[src/verilog/tcb_pkg.sv]
////////////////////////////////////////////////////////////////////////////
// bus geometry
////////////////////////////////////////////////////////////////////////////

package tcb_pkg;

  // address, data and byte enable widths
  localparam int unsigned AW = 32;
  localparam int unsigned DW = 32;
  localparam int unsigned BW = DW / 8;
  // number of byte offset bits inside a word
  localparam int unsigned AB = $clog2(BW);

  // read delay of every subordinate, in cycles
  localparam int unsigned DLY = 1;

  //////////////////////////////////////////////////////////////////////////
  // address map
  //////////////////////////////////////////////////////////////////////////

  // word memory, 0x0000_0000 .. 0x0000_03ff
  localparam logic [AW-1:0] MEM_BASE  = 32'h0000_0000;
  localparam int unsigned   MEM_WORDS = 256;
  // byte address bits covered by the memory region
  localparam int unsigned   MEM_AW    = $clog2(MEM_WORDS) + AB;

  // gpio block, two word registers
  localparam logic [AW-1:0] GPIO_BASE    = 32'h0001_0000;
  localparam logic [AW-1:0] GPIO_OUT_OFS = 32'h0000_0000;
  // input register, read only, writes are dropped silently
  localparam logic [AW-1:0] GPIO_IN_OFS  = 32'h0000_0004;
  // byte address bits covered by the gpio region
  localparam int unsigned   GPIO_AW      = $clog2(int'(GPIO_IN_OFS) + BW);
  localparam int unsigned   GPIO_W       = 32;

  // top level latency: request stage, subordinate read, response stage
  localparam int unsigned LAT = 1 + DLY + 1;

endpackage: tcb_pkg
[src/verilog/tcb_dec.sv]
`timescale 1ns/1ps

module tcb_dec (
  input  logic                    sub,
  input  logic                    reset,
  // request from the register slice
  input  logic                    vld,
  input  logic                    wen,
  input  logic [tcb_pkg::BW-1:0]  ben,
  input  logic [tcb_pkg::AW-1:0]  adr,
  input  logic [tcb_pkg::DW-1:0]  wdt,
  // response towards the register slice
  output logic [tcb_pkg::DW-1:0]  rdt,
  output logic                    err,
  // target select strobes, payload is shared
  output logic                    mem_vld,
  output logic                    gpio_vld,
  // target read data
  input  logic [tcb_pkg::DW-1:0]  mem_rdt,
  input  logic [tcb_pkg::DW-1:0]  gpio_rdt
);

////////////////////////////////////////////////////////////////////////////
// address decode
////////////////////////////////////////////////////////////////////////////

  logic       hit_mem;
  logic       hit_gpio;
  // selection bits: [0] memory, [1] gpio, [2] unmapped, [3] read
  logic [3:0] sel;
  // selection delayed to line up with the returning read data
  logic [3:0] sel_q [tcb_pkg::DLY];
  logic [3:0] sel_r;

  // compare the bits above each region's span against its base
  assign hit_mem  = adr[tcb_pkg::AW-1:tcb_pkg::MEM_AW]
                 == tcb_pkg::MEM_BASE[tcb_pkg::AW-1:tcb_pkg::MEM_AW];
  assign hit_gpio = adr[tcb_pkg::AW-1:tcb_pkg::GPIO_AW]
                 == tcb_pkg::GPIO_BASE[tcb_pkg::AW-1:tcb_pkg::GPIO_AW];

  // at most one strobe, regions do not overlap
  assign mem_vld  = vld & hit_mem;
  assign gpio_vld = vld & hit_gpio;

  assign sel[0] = mem_vld;
  assign sel[1] = gpio_vld;
  // nothing answers this one, so the decoder does
  assign sel[2] = vld & ~hit_mem & ~hit_gpio;
  assign sel[3] = vld & ~wen;

////////////////////////////////////////////////////////////////////////////
// response tracking
////////////////////////////////////////////////////////////////////////////

  // DLY deep shift of the selection, cleared so err starts low
  always_ff @(posedge sub) begin
    if (reset) begin
      for (int i = 0; i < tcb_pkg::DLY; i++) begin
        sel_q[i] <= '0;
      end
    end else begin
      sel_q[0] <= sel;
      for (int i = 1; i < tcb_pkg::DLY; i++) begin
        sel_q[i] <= sel_q[i-1];
      end
    end
  end

  assign sel_r = sel_q[tcb_pkg::DLY-1];

  // data mux, zero for writes and unmapped accesses
  always_comb begin
    rdt = '0;
    if (sel_r[3]) begin
      if (sel_r[0]) begin
        rdt = mem_rdt;
      end else if (sel_r[1]) begin
        rdt = gpio_rdt;
      end
    end
  end

  // error for unmapped reads and writes alike
  assign err = sel_r[2];

endmodule: tcb_dec

[config.mk]
export PLATFORM = sky130hd
export DESIGN_NAME = tcb_dec
export DESIGN_NICKNAME = d
export VERILOG_FILES = /design/src/verilog/tcb_pkg.sv /design/src/verilog/tcb_dec.sv
export SDC_FILE = /design/constraint.sdc
export NUM_CORES = 1
export LEC_CHECK = 0
export BUFFER_PORTS_ARGS = -buffer_cell sky130_fd_sc_hd__buf_2
export CORE_AREA = 2 2 67 69
export DETAILED_ROUTE_END_ITERATION = 12
export DIE_AREA = 0 0 69 71
export PLACE_DENSITY = 0.69
export SYNTH_ARGS = -nofsm -noshare
export SYNTH_HDL_FRONTEND = slang
export SYNTH_SLANG_ARGS = --single-unit
export TNS_END_PERCENT = 50
[constraint.sdc]
create_clock -name sub -period 1.2 [get_ports sub]
set_input_delay 0.24 -clock sub [delete_from_list [all_inputs] [get_ports sub]]
set_output_delay 0.24 -clock sub [all_outputs]
set_load 0.1 [all_outputs]
Word-level counts from Yosys, hierarchy flattened
Memories as Yosys holds them, arrays and structs flattened.
Cells that the tools add are included.
{"block": "totals", "reg_bits": 0, "memories": 1, "out_inout_bits": 35, "inputBits": 136, "mem_bits_rw": 4, "word_cells": 20}
{"memory": "sel_q", "words": 1, "word_bits": 4, "read_ports": 1, "rd_clocked_by_memory_dff": 0, "wr": 1, "line_no": "tcb_dec.sv:32", "text": "logic [3:0] sel_q [tcb_pkg::DLY];"}
{"block": "op_classes", "eq_ne": 1, "n_reduce_logical": 2, "bitwise": 8, "muxes": 8}
{"op": "$mux 32", "count": 3}
{"op": "$eq 29x14->1 const B", "count": 1}
{"op": "$logic_not 22->1", "count": 1}
{"op": "$and 1x1->1", "count": 5}
{"op": "$mux 1", "count": 4}
{"op": "$mux 4", "count": 1}
{"op": "$reduce_or 4->1", "count": 1}
{"op": "$not 1->1", "count": 3}

Longest topological paths before layout
{"block": "depth", "depth_word": 5, "depth_mapped": 5, "mapped_depth_nobuf": 3}

Worst setup path before layout
OpenSTA, ideal clock, no wires.
{"block": "synth_timing", "kind": "input-to-output", "startpoint": "input adr[5] (netlist bit)", "endpoint": "output gpio_vld", "path_buffers": 0, "t_arrival_ns": 3.582, "stages": 3, "required_time_ns": 0.960, "setup_slack_ns": -2.622, "cell_sequence": "nor4_1 > nand2_1 > nor4_1"}
{"block": "synth_between", "elab_chain_len": 2}
{"item": "from (decl)", "line_no": "tcb_dec.sv:10", "text": "input logic [tcb_pkg::AW-1:0] adr,"}
{"item": "$eq 29x14->1", "line_no": "tcb_dec.sv:39", "text": "== tcb_pkg::GPIO_BASE[tcb_pkg::AW-1:tcb_pkg::GPIO_AW];"}
{"item": "$and 1x1->1", "line_no": "tcb_dec.sv:43", "text": "assign gpio_vld = vld & hit_gpio;"}
{"item": "to (decl)", "line_no": "tcb_dec.sv:17", "text": "output logic gpio_vld,"}
Every way passes these cells.

Worst setup path in the final report
{"block": "layout_timing", "startpoint": "memory sel_q[0][0]", "endpoint": "output rdt[8] (netlist bit)"}
{"block": "layout_between", "elab_chain_len": 3}
{"item": "from (decl)", "line_no": "tcb_dec.sv:32"}
{"item": "$mem_v2 1x4"}
{"item": "$mux 32", "line_no": "tcb_dec.sv:75", "text": "if (sel_r[0]) begin"}
{"item": "$mux 32", "line_no": "tcb_dec.sv:74", "text": "if (sel_r[3]) begin"}
{"item": "to (decl)", "line_no": "tcb_dec.sv:13", "text": "output logic [tcb_pkg::DW-1:0] rdt,"}
Every way passes these cells.

==> flow_summary.toml <==
[sta]
fmax_mhz = 616.5
min_period_over_period_pct = 135.2
hold_viol_final = 0
tns_ps = -12980
whs_ps = 174.4
setup_viol = 34
rsz0062_at_grt = "yes"
setup_slack_ps = -422.0
min_period_ps = 1622
slew_headroom_pct = 82.41
worst_pin_slew_ps = 261.9
maxSlewViolCount = 0

[cells_and_area]
finalNonFillerCells = 293
final_cell_area_um2 = 2517
antenna_cells = 0
top_regs = "sel_q: 4 flops"
nFillCells = 364
largest_register_ffs = 4
fin_util_pct = 59.88
regMostFlops = "sel_q"
drive_gt1_share_pct = 85.89
syn_to_final_growth_pct = 235.3
nets = 379

[grt]
grt_pass1_vias = 1345
grt_antenna_before_repair = 0
grt_util_all_layers_pct = 14.64
grt_overflow_total = 0
grt_pass1_wl_um = 5954
grt_max_degree = 35

[pwr]
leakagePower_nw = 0.9590
power_mw = 0.7142
p_per_area_nw_per_um2 = 283.7
ir_worst_vdd_mv = 0.4198

[critical_path]
cp_top_family = "buffers and inverters"
worst_setup_path_end_kind = "primary output"
crit_type = "reg -> out"
crit_path_top_delay_cell = "dfxtp_2"
crit_path_start_kind = "flop"
crit_chain = "nor2b_4, buf_6, clkbuf_16, a22oi_1, nor2b_2, buf_12"
worst-path-max-fanout = 4
cp.arrival_ps = 1380
path_buf_inv = 3
critical-path-max-stage-delay_ps = 330
required_ps = 960

[job]
maxCapViolCount = 0

[clock_network]
cts_tree = "yes"
cts_inserted_buffers = 3
cts_max_path_buffers = 2
root_buffer = "clkbuf_8"
hold_buffers = 0
cts.sinks = 4
cts_htree_levels = 1
clk_pin_slew_ps = 40

[synthesis]
yosysSeqAreaShare_pct = 10.67
synth-seq-cells = 4
syn_area_um2 = 750.7
syn-num-nets = 240
synth.avg_cell_area_um2 = 7.218
yosysWarnings = 0
synthCells = 104
synth_cell_types = 18

[detailed_routing]
drt_iter0_markers = 24
vias_per_cell = 4.628
via_count = 1356
dr.pass1.iters = 4
drtAntennaViolNets = 0
wl_per_cell_um = 13.10
routed_wl_um = 3838
drcViolationCount = 0

[die]
ios = 171
rows = 24
die_y_um = 71
die_area_um2 = 4899
core_area_um2 = 4204
die_x_um = 69
start_util_pct = 17.86

[worst_hold_path]
hp-class = "in -> reg"

[place]
port_buffers = 131
hpwl_um = 3108
dp_slack_ps = -460.3
placed_area_um2 = 2366
dp.cells = 287
gp_congestion = 0.7047

[run_status]
status = "finished with violations"
failed_checks = "setup timing"
routing by layer:
metal	vias up	wire, um	global-route usage (%)
met3	3	232	1.994
met2	61	2181	29.81
met4	0	23	3.268
li1	667	-	-
met5	-	0	0
met1	625	1400	15.79
cell usage in the layout, fill, tap and decap left out:
cell type and count:
o311a_1 1, clkbuf_8 3, nor4_4 7, nor3_2 1, inv_1 2, buf_16 1, nor2b_4 16, nor2_1 2
nor4b_4 1, a22oi_2 15, nor4_1 2, buf_12 38, nand2_1 5, clkbuf_16 1, buf_2 94, nor2b_2 15
o21ai_0 2, buf_6 4, and2_1 2, nand2_2 2, dfxtp_2 2, a22oi_1 15, dfxtp_1 2, nand4_4 1
buf_4 6, a21boi_1 1
cells in the mapped netlist, drive strengths merged:
cell,number,area (um^2)
nor2b,31,193.9
nor3,1,5.000
nand2,7,26.28
o311a,1,10.01
nand4,1,12.51
inv,2,7.510
a21boi,1,7.510
nor4,9,92.59
o21ai,2,10.01
a22oi,30,225.2
clkbuf,4,15.01
dfxtp,4,80.08
and2,2,12.51
nor4b,1,15.01
buf,6,30.03
nor2,2,7.510
final cells by class:
cell class / instances / area (um^2) / share of cell area (%)
Timing Repair Buffer: 144 / 1374 / 54.57
Multi-Input combinational cell: 88 / 947.2 / 37.62
Sequential cell: 4 / 82.58 / 3.280
Tap cell: 52 / 65.06 / 2.584
Clock buffer: 3 / 41.29 / 1.640
Inverter: 2 / 7.507 / 0.2982
report_power, final:
part / switching, mW / total [mW] / internal [mW]
Clock: 0.0803 / 0.295 / 0.215
Combinational: 0.114 / 0.279 / 0.166
Sequential: 0.00266 / 0.140 / 0.137
Total: 0.197 / 0.714 / 0.518
path summary, 6_finish.rpt:
kind	startpoint	to	slack, ps	depth (start not counted)
max	sel_q[0][0]	rdt[8]	-420	6
min	wen	sel_q[0][3]	170	2
what timing repair did:
item / in CTS / in global routing
endpoints found under the setup margin: 35 / 36
setup buffers: 2 / 0
gates resized for setup: 6 / 7
pin swaps: 2 / 3
cloned: 1 / 1
cell families after synthesis:
family	after synthesis	synth area share [%]
AOI/OAI and AO/OA	34	33.67
buffers and inverters	12	7.000
and+or+nand+nor	54	48.67
DFF	4	10.67
Note: power is estimated with default switching activity, not from simulation.
