### config.mk
export PLATFORM = sky130hd
export DESIGN_NAME = tcb_gpio
export DESIGN_NICKNAME = d
export VERILOG_FILES = /design/src/verilog/tcb_pkg.sv /design/src/verilog/tcb_gpio.sv
export SDC_FILE = /design/constraint.sdc
export NUM_CORES = 1
export LEC_CHECK = 0
export ABC_AREA = 0
export ABC_CLOCK_PERIOD_IN_PS = 3850
export BUFFER_PORTS_ARGS = -buffer_cell sky130_fd_sc_hd__buf_4
export CORE_MARGIN = 4
export CORE_UTILIZATION = 37
export DETAILED_ROUTE_END_ITERATION = 10
export GPL_TIMING_DRIVEN = 1
export SKIP_CTS_REPAIR_TIMING = 1
export SYNTH_ARGS = -nofsm -noshare
export SYNTH_HDL_FRONTEND = slang
export SYNTH_SLANG_ARGS = --single-unit
### constraint.sdc
create_clock -name sub -period 3.85 [get_ports sub]
set_input_delay 1.155 -clock sub [delete_from_list [all_inputs] [get_ports sub]]
set_output_delay 1.155 -clock sub [all_outputs]
set_load 0.02 [all_outputs]
### src/verilog/tcb_pkg.sv
////////////////////////////////////////////////////////////////////////////
// bus geometry
////////////////////////////////////////////////////////////////////////////

package tcb_pkg;

  // address, data and byte enable widths
  localparam int unsigned AW = 32;
  localparam int unsigned DW = 32;
  localparam int unsigned BW = DW / 8;
  // number of byte offset bits inside a word
  localparam int unsigned AB = $clog2(BW);

  // read delay of every subordinate, in cycles
  localparam int unsigned DLY = 1;

  //////////////////////////////////////////////////////////////////////////
  // address map
  //////////////////////////////////////////////////////////////////////////

  // word memory, 0x0000_0000 .. 0x0000_03ff
  localparam logic [AW-1:0] MEM_BASE  = 32'h0000_0000;
  localparam int unsigned   MEM_WORDS = 256;
  // byte address bits covered by the memory region
  localparam int unsigned   MEM_AW    = $clog2(MEM_WORDS) + AB;

  // gpio block, two word registers
  localparam logic [AW-1:0] GPIO_BASE    = 32'h0001_0000;
  localparam logic [AW-1:0] GPIO_OUT_OFS = 32'h0000_0000;
  // input register, read only, writes are dropped silently
  localparam logic [AW-1:0] GPIO_IN_OFS  = 32'h0000_0004;
  // byte address bits covered by the gpio region
  localparam int unsigned   GPIO_AW      = $clog2(int'(GPIO_IN_OFS) + BW);
  localparam int unsigned   GPIO_W       = 32;

  // top level latency: request stage, subordinate read, response stage
  localparam int unsigned LAT = 1 + DLY + 1;

endpackage: tcb_pkg
### src/verilog/tcb_gpio.sv
`timescale 1ns/1ps

module tcb_gpio (
  input  logic                        sub,
  input  logic                        reset,
  // request, vld is the select strobe from the decoder
  input  logic                        vld,
  input  logic                        wen,
  input  logic [tcb_pkg::BW-1:0]      ben,
  input  logic [tcb_pkg::AW-1:0]      adr,
  input  logic [tcb_pkg::DW-1:0]      wdt,
  // read data, one cycle after the request
  output logic [tcb_pkg::DW-1:0]      rdt,
  // pins
  input  logic [tcb_pkg::GPIO_W-1:0]  gpio_i,
  output logic [tcb_pkg::GPIO_W-1:0]  gpio_o
);

  logic                       sel_out;
  logic                       sel_in;
  // two flop synchroniser on the asynchronous inputs
  logic [tcb_pkg::GPIO_W-1:0] gpio_meta;
  logic [tcb_pkg::GPIO_W-1:0] gpio_sync;

  // register select on the word offset inside the block
  assign sel_out = adr[tcb_pkg::GPIO_AW-1:tcb_pkg::AB]
                == tcb_pkg::GPIO_OUT_OFS[tcb_pkg::GPIO_AW-1:tcb_pkg::AB];
  assign sel_in  = adr[tcb_pkg::GPIO_AW-1:tcb_pkg::AB]
                == tcb_pkg::GPIO_IN_OFS[tcb_pkg::GPIO_AW-1:tcb_pkg::AB];

  always_ff @(posedge sub) begin
    gpio_meta <= gpio_i;
    gpio_sync <= gpio_meta;
  end

////////////////////////////////////////////////////////////////////////////
// output register
////////////////////////////////////////////////////////////////////////////

  // pins are driven low until software writes them
  always_ff @(posedge sub) begin
    if (reset) begin
      gpio_o <= '0;
    end else if (vld & wen & sel_out) begin
      for (int b = 0; b < tcb_pkg::BW; b++) begin
        if (ben[b]) begin
          gpio_o[8*b +: 8] <= wdt[8*b +: 8];
        end
      end
    end
  end

  // read back, input register or current output value
  always_ff @(posedge sub) begin
    if (vld & ~wen) begin
      rdt <= sel_in ? gpio_sync : gpio_o;
    end
  end

endmodule: tcb_gpio

Word level (Yosys, flattened, before mapping)
Cells that the tools add are included.

Flip-flop bits (word level): 128. Input port bits: 104. Output and inout bits: 64. Word-level logic and storage cells: 17.

Muxes and demuxes: 1. Bitwise operators: 5. Reduce and logical (&&, ||, !) cells: 4.

Operator list (number): $mux W32 (1); $reduce_and A2 Y1 (4); $and A1 B1 Y1 (3); $not A1 Y1 (2).

Logic depth before layout (Yosys ltp)
Gate-level depths: netlist of the first run.

Depth after elaboration: 3. Depth in mapped cells: 4. Depth with buffers taken out: 2.

Least setup slack after synthesis of the first run
Ideal clock, no wire load.

Path kind: input -> register. Start: input port wen. End: register rdt[0] (netlist name), enable pin. Data arrival time: 2.607 ns. Setup slack: 0.817 ns. Stages on the path: 1. Buffers on the path: 0. Cells stage by stage: nor2b_1.

Cells in the longest elaborated chain, start to end: 2.

RTL lines: start, declared (RTL line tcb_gpio.sv:8) `input logic wen,`; $not A1 Y1 (RTL line tcb_gpio.sv:55) `if (vld & ~wen) begin`; $and A1 B1 Y1 (RTL line tcb_gpio.sv:55); end signal, assigned (RTL line tcb_gpio.sv:56) `rdt <= sel_in ? gpio_sync : gpio_o;`; end, declared (RTL line tcb_gpio.sv:13) `output logic [tcb_pkg::DW-1:0] rdt,`.

No other way between the ends. A chain may end at the register's enable or synchronous reset.

Final worst setup path of the first run
Start: register rdt[31] (netlist name). End: output port rdt[31] (netlist name).

No word-level cell between the ends.

==> results.py, run 1 <==
metrics = {
    "critical_path": {
        "endpoint_kind": "output pin",
        "critPathKind": "flip-flop to output pin",
        "critPathMaxStageDelay_ns": 0.39,
        "crit_buf_inv": 1,
        "path_delay_family": "flip-flops",
        "cp.arrival_ns": 1.06,
        "start_kind": "flip-flop",
        "crit_slowest_cell": "edfxtp_1",
        "crit_chain": "buf_4",
        "cp_data_required_time_ns": 2.69,
        "critPathMaxFanout": 1,
    },
    "floorplanning": {
        "die_w_microns": 113,
        "dieArea_sq_mm": 0.0129,
        "coreArea_sq_mm": 0.0108,
        "start_util": 0.380,
        "die_height_microns": 113,
        "rows": 38,
        "design.portCount": 168,
    },
    "pwr": {
        "pwr_density_cell_mw_per_mm2": 532,
        "p_leak_nw": 2.42,
        "peakVddDrop_v": 0.000233,
    },
    "synth": {
        "netlist_instances": 276,
        "ys_top_cells_by_area": "dfxtp_1 (47%), edfxtp_1 (23%), nand2b_1 (9.7%), mux2_2 (8.8%), mux2i_1 (7.8%)",
        "syn-cell-area_sq_mm": 0.00412,
        "syn_avg_cell_area_sq_um": 14.9,
        "yosysWarnings": 0,
        "ys_seq_elements": 128,
        "seq_area_frac_synth": 0.700,
        "synth_top_area_frac": 0.467,
        "synth_cell_types": 11,
        "synth_top_cell_by_area": "dfxtp_1",
        "synth_fp_nets": 380,
    },
    "clocking": {
        "clockRootBuffer": "clkbuf_8",
        "cts_buffer_depth": 2,
        "htree_levels": 4,
        "clk_pin_slew_worst_paths_ns": 0.05,
        "insertion_delay_ns": 0.50,
        "clock_sinks": 128,
        "cts_inserted_buffers": 17,
        "tritoncts": "done",
    },
    "cells_and_area": {
        "drive_above_1_share": 0.456,
        "final_cell_mix": "buf_4 (137), dfxtp_1 (96), nand2b_1 (64)",
        "fin_nets": 521,
        "antenna_cells": 0,
        "layout_commonest_cell": "buf_4",
        "final_core_util": 0.531,
        "n_fill_cell": 961,
        "area_growth_pct": 39.8,
    },
    "place": {
        "port_buffers": 136,
        "post-dp-hpwl_microns": 5750,
        "routabilityCongestion": 0.692,
    },
    "detailed_routing": {
        "drtIter0Drc": 73,
        "wirelength_met1_microns": 3250,
        "dr_wl_met2_microns": 4210,
        "drt_wl_total_microns": 8380,
        "dr.pass1.iters": 5,
        "route.met3.wl_microns": 871,
        "highest_layer": "met4",
        "ant_nets": 0,
        "wl_per_cell_microns": 14.7,
        "drc": 0,
        "viasPerCell": 4.31,
        "routed-via-count": 2454,
    },
    "sta": {
        "finalCritPeriodShare": 0.576,
        "slew_headroom": 0.583,
        "rsz0062_at_grt": "no",
        "worstMarginPinSlew_ns": 0.625,
        "report.final.slew_viol_count": 0,
        "setup_viol": 0,
        "period_needed_ns": 2.22,
        "hold_viol": 0,
        "max_clock_freq_mhz": 451,
        "clock_skew_ns": 0.00773,
        "setup_tns_ns": 0,
    },
    "hold_path": {
        "hp-class": "flip-flop to flip-flop",
    },
    "global_routing": {
        "antenna_found_initial": 0,
        "track_usage": 0.134,
        "grt_overflow": 0,
        "grt_max_degree": 65,
        "grt_pass1_vias": 2585,
        "grt_pass1_wl_microns": 13000,
    },
    "flow_run": {
        "cap_violations": 0,
    },
    "outcome": {
        "outcome": "finished, final reports clean",
    },
}
==> layer usage <==
layer / up-vias / global-route usage
met5: - / 0
met3: 5 / 0.0743
met1: 1152 / 0.144
met2: 82 / 0.221
met4: 0 / 0.0529
li1: 1215 / -
==> worst paths after layout <==
path                     start      endpoint  slack [ns]  cells after the start
hold / removal    gpio_meta[3]  gpio_sync[3]        0.32                      0
setup / recovery       rdt[31]       rdt[31]        1.63                      1
setup reg to reg    gpio_o[13]       rdt[13]        3.01                      1
hold reg to reg   gpio_meta[3]  gpio_sync[3]        0.32                      0
==> Yosys cell counts <==
master and instances:
dfxtp_1 96, nand2b_1 64, edfxtp_1 32, mux2_2 32
mux2i_1 32, clkbuf_1 6, buf_6 5, and4b_1 4
buf_4 3, buf_2 1, nor2b_1 1
==> metrics by stage <==
| stage | instances | hold slack [ns] | area, sq um | power, mW | worst slack (ns) |
|---|---|---|---|---|---|
| floorplan | 276 | 0.310 | 4120 | 1.59 | 0.817 |
| global placement | 538 | 0.310 | 5220 | 1.69 | 1.33 |
| detailed placement | 538 | 0.312 | 5220 | 1.70 | 1.29 |
| CTS | 570 | 0.325 | 5750 | 3.11 | 1.59 |
| global route | 570 | 0.331 | 5750 | 3.19 | 1.59 |
| finish | 570 | 0.323 | 5750 | 3.06 | 1.63 |
==> final cells by class <==
class,count,area [sq um],share of cell area
well taps,140,175,0.0304
multi-input cells,133,1130,0.197
clock inverters,5,30.0,0.00522
flip-flops and latches,128,2880,0.501
repair buffers,137,1030,0.179
clock buffers,27,503,0.0874
==> cell families (layout without fill, tap and decap cells) <==
logic type	Yosys count	in the layout	synth area share
flops	128	128	0.700
buf+inv	15	169	0.0258
mux	64	64	0.165
simple gates	69	69	0.109
==> flip-flops by register name (all words and copies together) (netlist names) <==
register and flops:
gpio_sync 32, gpio_meta 32, rdt 32, gpio_o 32
==> report_power, final <==
part / total (mW) / switching [mW] / internal, mW
Sequential: 1.46 / 0.0170 / 1.44
Clock: 1.40 / 0.522 / 0.878
Combinational: 0.204 / 0.0890 / 0.115
Total: 3.06 / 0.628 / 2.43
Power figures use the tool's default switching activity.
==> run 2, diff against run 1 <==
--- a/config.mk
+++ b/config.mk
@@ -5,8 +5,8 @@
 export SDC_FILE = /design/constraint.sdc
 export NUM_CORES = 1
 export LEC_CHECK = 0
-export ABC_AREA = 0
-export ABC_CLOCK_PERIOD_IN_PS = 3850
+export ABC_AREA = 1
+export ABC_CLOCK_PERIOD_IN_PS = 2200
 export BUFFER_PORTS_ARGS = -buffer_cell sky130_fd_sc_hd__buf_4
 export CORE_MARGIN = 4
 export CORE_UTILIZATION = 37
==> constraint.sdc (replaced) <==
create_clock -name sub -period 2.2 [get_ports sub]
set_input_delay 0.66 -clock sub [delete_from_list [all_inputs] [get_ports sub]]
set_output_delay 0.66 -clock sub [all_outputs]
set_load 0.02 [all_outputs]
==> results.py, run 2 <==
metrics = {
    "critical_path": {
        "cp.arrival_ns": 0.97,
        "reg2reg_from": "gpio_o[22]",
        "cp_data_required_time_ns": 1.54,
        "path_delay_family": "flip-flops",
        "reg2reg_slack_ns": 1.46,
        "critPathMaxStageDelay_ns": 0.39,
        "crit_slowest_cell": "edfxtp_1",
        "critPathKind": "flip-flop to output pin",
        "rr_worst_depth": 2,
        "start_kind": "flip-flop",
        "critPathMaxFanout": 1,
        "reg2reg_to": "rdt[22]",
        "crit_chain": "buf_4",
        "endpoint_kind": "output pin",
        "crit_buf_inv": 1,
    },
    "clocking": {
        "cts_inserted_buffers": 17,
        "clk_pin_slew_worst_paths_ns": 0.05,
        "insertion_delay_ns": 0.41,
        "clock_sinks": 128,
        "clockRootBuffer": "clkbuf_16",
        "tritoncts": "done",
        "cts_buffer_depth": 2,
        "htree_levels": 4,
    },
    "place": {
        "routabilityCongestion": 0.782,
        "port_buffers": 136,
        "post-dp-hpwl_microns": 6540,
        "place_area_sq_mm": 0.00534,
        "place_ws_ns": 0.374,
    },
    "flow_run": {
        "cap_violations": 0,
    },
    "synth": {
        "synth_mux_area_frac": 0,
        "synth-simple-area-share": 0.163,
        "synthAdderAreaFrac": 0,
        "synth-compound-area-share": 0.0384,
        "synth_cell_types": 12,
        "synth_top_cell_by_area": "dfxtp_1",
        "yosysWarnings": 0,
        "synth_edf_count": 32,
        "ys_top_cells_by_area": "dfxtp_1 (46%), edfxtp_1 (23%), inv_1 (8.9%), nand2_1 (8.7%), nand3_1 (3.8%)",
        "syn-cell-area_sq_mm": 0.00417,
        "yosysMostFrequentCell": "inv_1",
        "synth_top_family_by_area": "simple AND/OR/NAND/NOR gates",
        "netlist_instances": 443,
        "synthFlopType": "dfxtp_1",
        "synth_fp_nets": 547,
        "ys_seq_elements": 128,
        "synthArstFlopShare": 0,
        "synth.cells.most_frequent": "inv_1 (99), nand2_1 (97), dfxtp_1 (96)",
        "synthXorXnorAreaFrac": 0,
        "synth_top_area_frac": 0.461,
        "syn_avg_cell_area_sq_um": 9.41,
        "seq_area_frac_synth": 0.692,
    },
    "detailed_routing": {
        "drc": 0,
        "routed-via-count": 3146,
        "ant_nets": 0,
        "drtIter0Drc": 139,
        "wl_per_cell_microns": 12.8,
        "drt_wl_total_microns": 9480,
        "dr.pass1.iters": 6,
        "viasPerCell": 4.25,
    },
    "pwr": {
        "pwr_density_cell_mw_per_mm2": 990,
        "clock_power_share": 0.496,
        "p_int_mw": 4.69,
        "p_seq_frac": 0.434,
        "p_leak_nw": 2.92,
        "comb_power_share": 0.071,
        "switching_share": 0.207,
        "peakVddDrop_v": 0.000602,
        "power_switching_mw": 1.23,
        "power_mw": 5.92,
    },
    "hold_path": {
        "hp-start": "gpio_meta[0]",
        "hp-class": "flip-flop to flip-flop",
        "whs_endpoint": "gpio_sync[0]",
        "hold_path_depth": 0,
    },
    "sta": {
        "rsz0062_at_grt": "no",
        "finalCritPeriodShare": 0.740,
        "clock_skew_ns": 0.00887,
        "setup_viol": 0,
        "setup_tns_ns": 0,
        "slew_headroom": 0.723,
        "report.final.slew_viol_count": 0,
        "hold_viol": 0,
        "max_clock_freq_mhz": 614,
        "worstMarginPinSlew_ns": 0.414,
        "fin_ws_ns": 0.572,
        "period_needed_ns": 1.63,
    },
    "floorplanning": {
        "start_util": 0.381,
        "design.portCount": 168,
        "rows": 38,
        "dieArea_sq_mm": 0.0130,
        "die_w_microns": 114,
        "die_height_microns": 114,
        "coreArea_sq_mm": 0.0109,
    },
    "global_routing": {
        "grt_max_degree": 43,
        "grt_overflow": 0,
        "grt_pass1_wl_microns": 15000,
        "antenna_found_initial": 0,
        "grt_pass1_vias": 3091,
        "track_usage": 0.151,
    },
    "cells_and_area": {
        "antenna_cells": 0,
        "final_cell_area_sq_mm": 0.00598,
        "layout_commonest_cell": "buf_4",
        "n_fill_cell": 1009,
        "fin_nets": 691,
        "final_cell_mix": "buf_4 (142), inv_1 (99), nand2_1 (97)",
        "area_growth_pct": 43.4,
        "drive_above_1_share": 0.290,
    },
    "outcome": {
        "outcome": "finished, final reports clean",
    },
}
==> run 2: worst max path at each step <==
stage,slack (ns),start,to,cells past startpoint
after detailed placement,0.37,adr[2],rdt[22],3
after global routing,0.54,rdt[2],rdt[2],1
after global placement,0.38,adr[2],rdt[22],3
after floorplan,0.27,vld,rdt[0],2
final,0.57,rdt[7],rdt[7],1
after CTS,0.55,rdt[18],rdt[18],1
==> run 2: routing by layer <==
metal  GRT usage  share of wire  wire length (microns)  up-vias
met5           0              0                      0        -
met3      0.0655          0.078                    743        5
li1            -              -                      -     1619
met2       0.253           0.50                   4700       96
met1       0.175           0.42                   3950     1426
met4      0.0475         0.0083                     79        0
==> run 2: final cells by class <==
type,count,area (sq um),share of cell area
sequential,128,2880,0.482
timing repair buffer,142,1070,0.178
multi-input combinational,199,847,0.142
clock buffer,23,510,0.0854
inverter,99,372,0.0622
tap,140,175,0.0293
clock inverter,9,125,0.0209
==> run 2: cell families (layout without fill, tap and decap cells) <==
| logic type | count (synthesis) | after routing |
|---|---|---|
| flip-flops | 128 | 128 |
| AO/OA/AOI/OAI | 32 | 32 |
| AND/OR/NAND/NOR | 167 | 167 |
| buffers and inverters | 116 | 273 |
==> run 2: power groups by stage <==
| stage | Clock, mW | Sequential [mW] | Combinational (mW) |
|---|---|---|---|
| 6_report | 2.93 | 2.57 | 0.419 |
| 4_1_cts | 2.99 | 2.57 | 0.427 |
| 2_1_floorplan | 0 | 2.67 | 0.142 |
| 3_5_place_dp | 0 | 2.62 | 0.424 |
| 5_1_grt | 3.10 | 2.58 | 0.466 |
| 3_3_place_gp | 0 | 2.61 | 0.419 |
==> run 2: stage by stage <==
stage / hold slack, ns / utilization / instances
3_5_place_dp: 0.312 / 0.489 / 708
3_3_place_gp: 0.310 / 0.489 / 708
5_1_grt: 0.328 / 0.547 / 740
2_1_floorplan: 0.310 / - / 443
6_report: 0.322 / 0.547 / 740
4_1_cts: 0.324 / 0.547 / 740
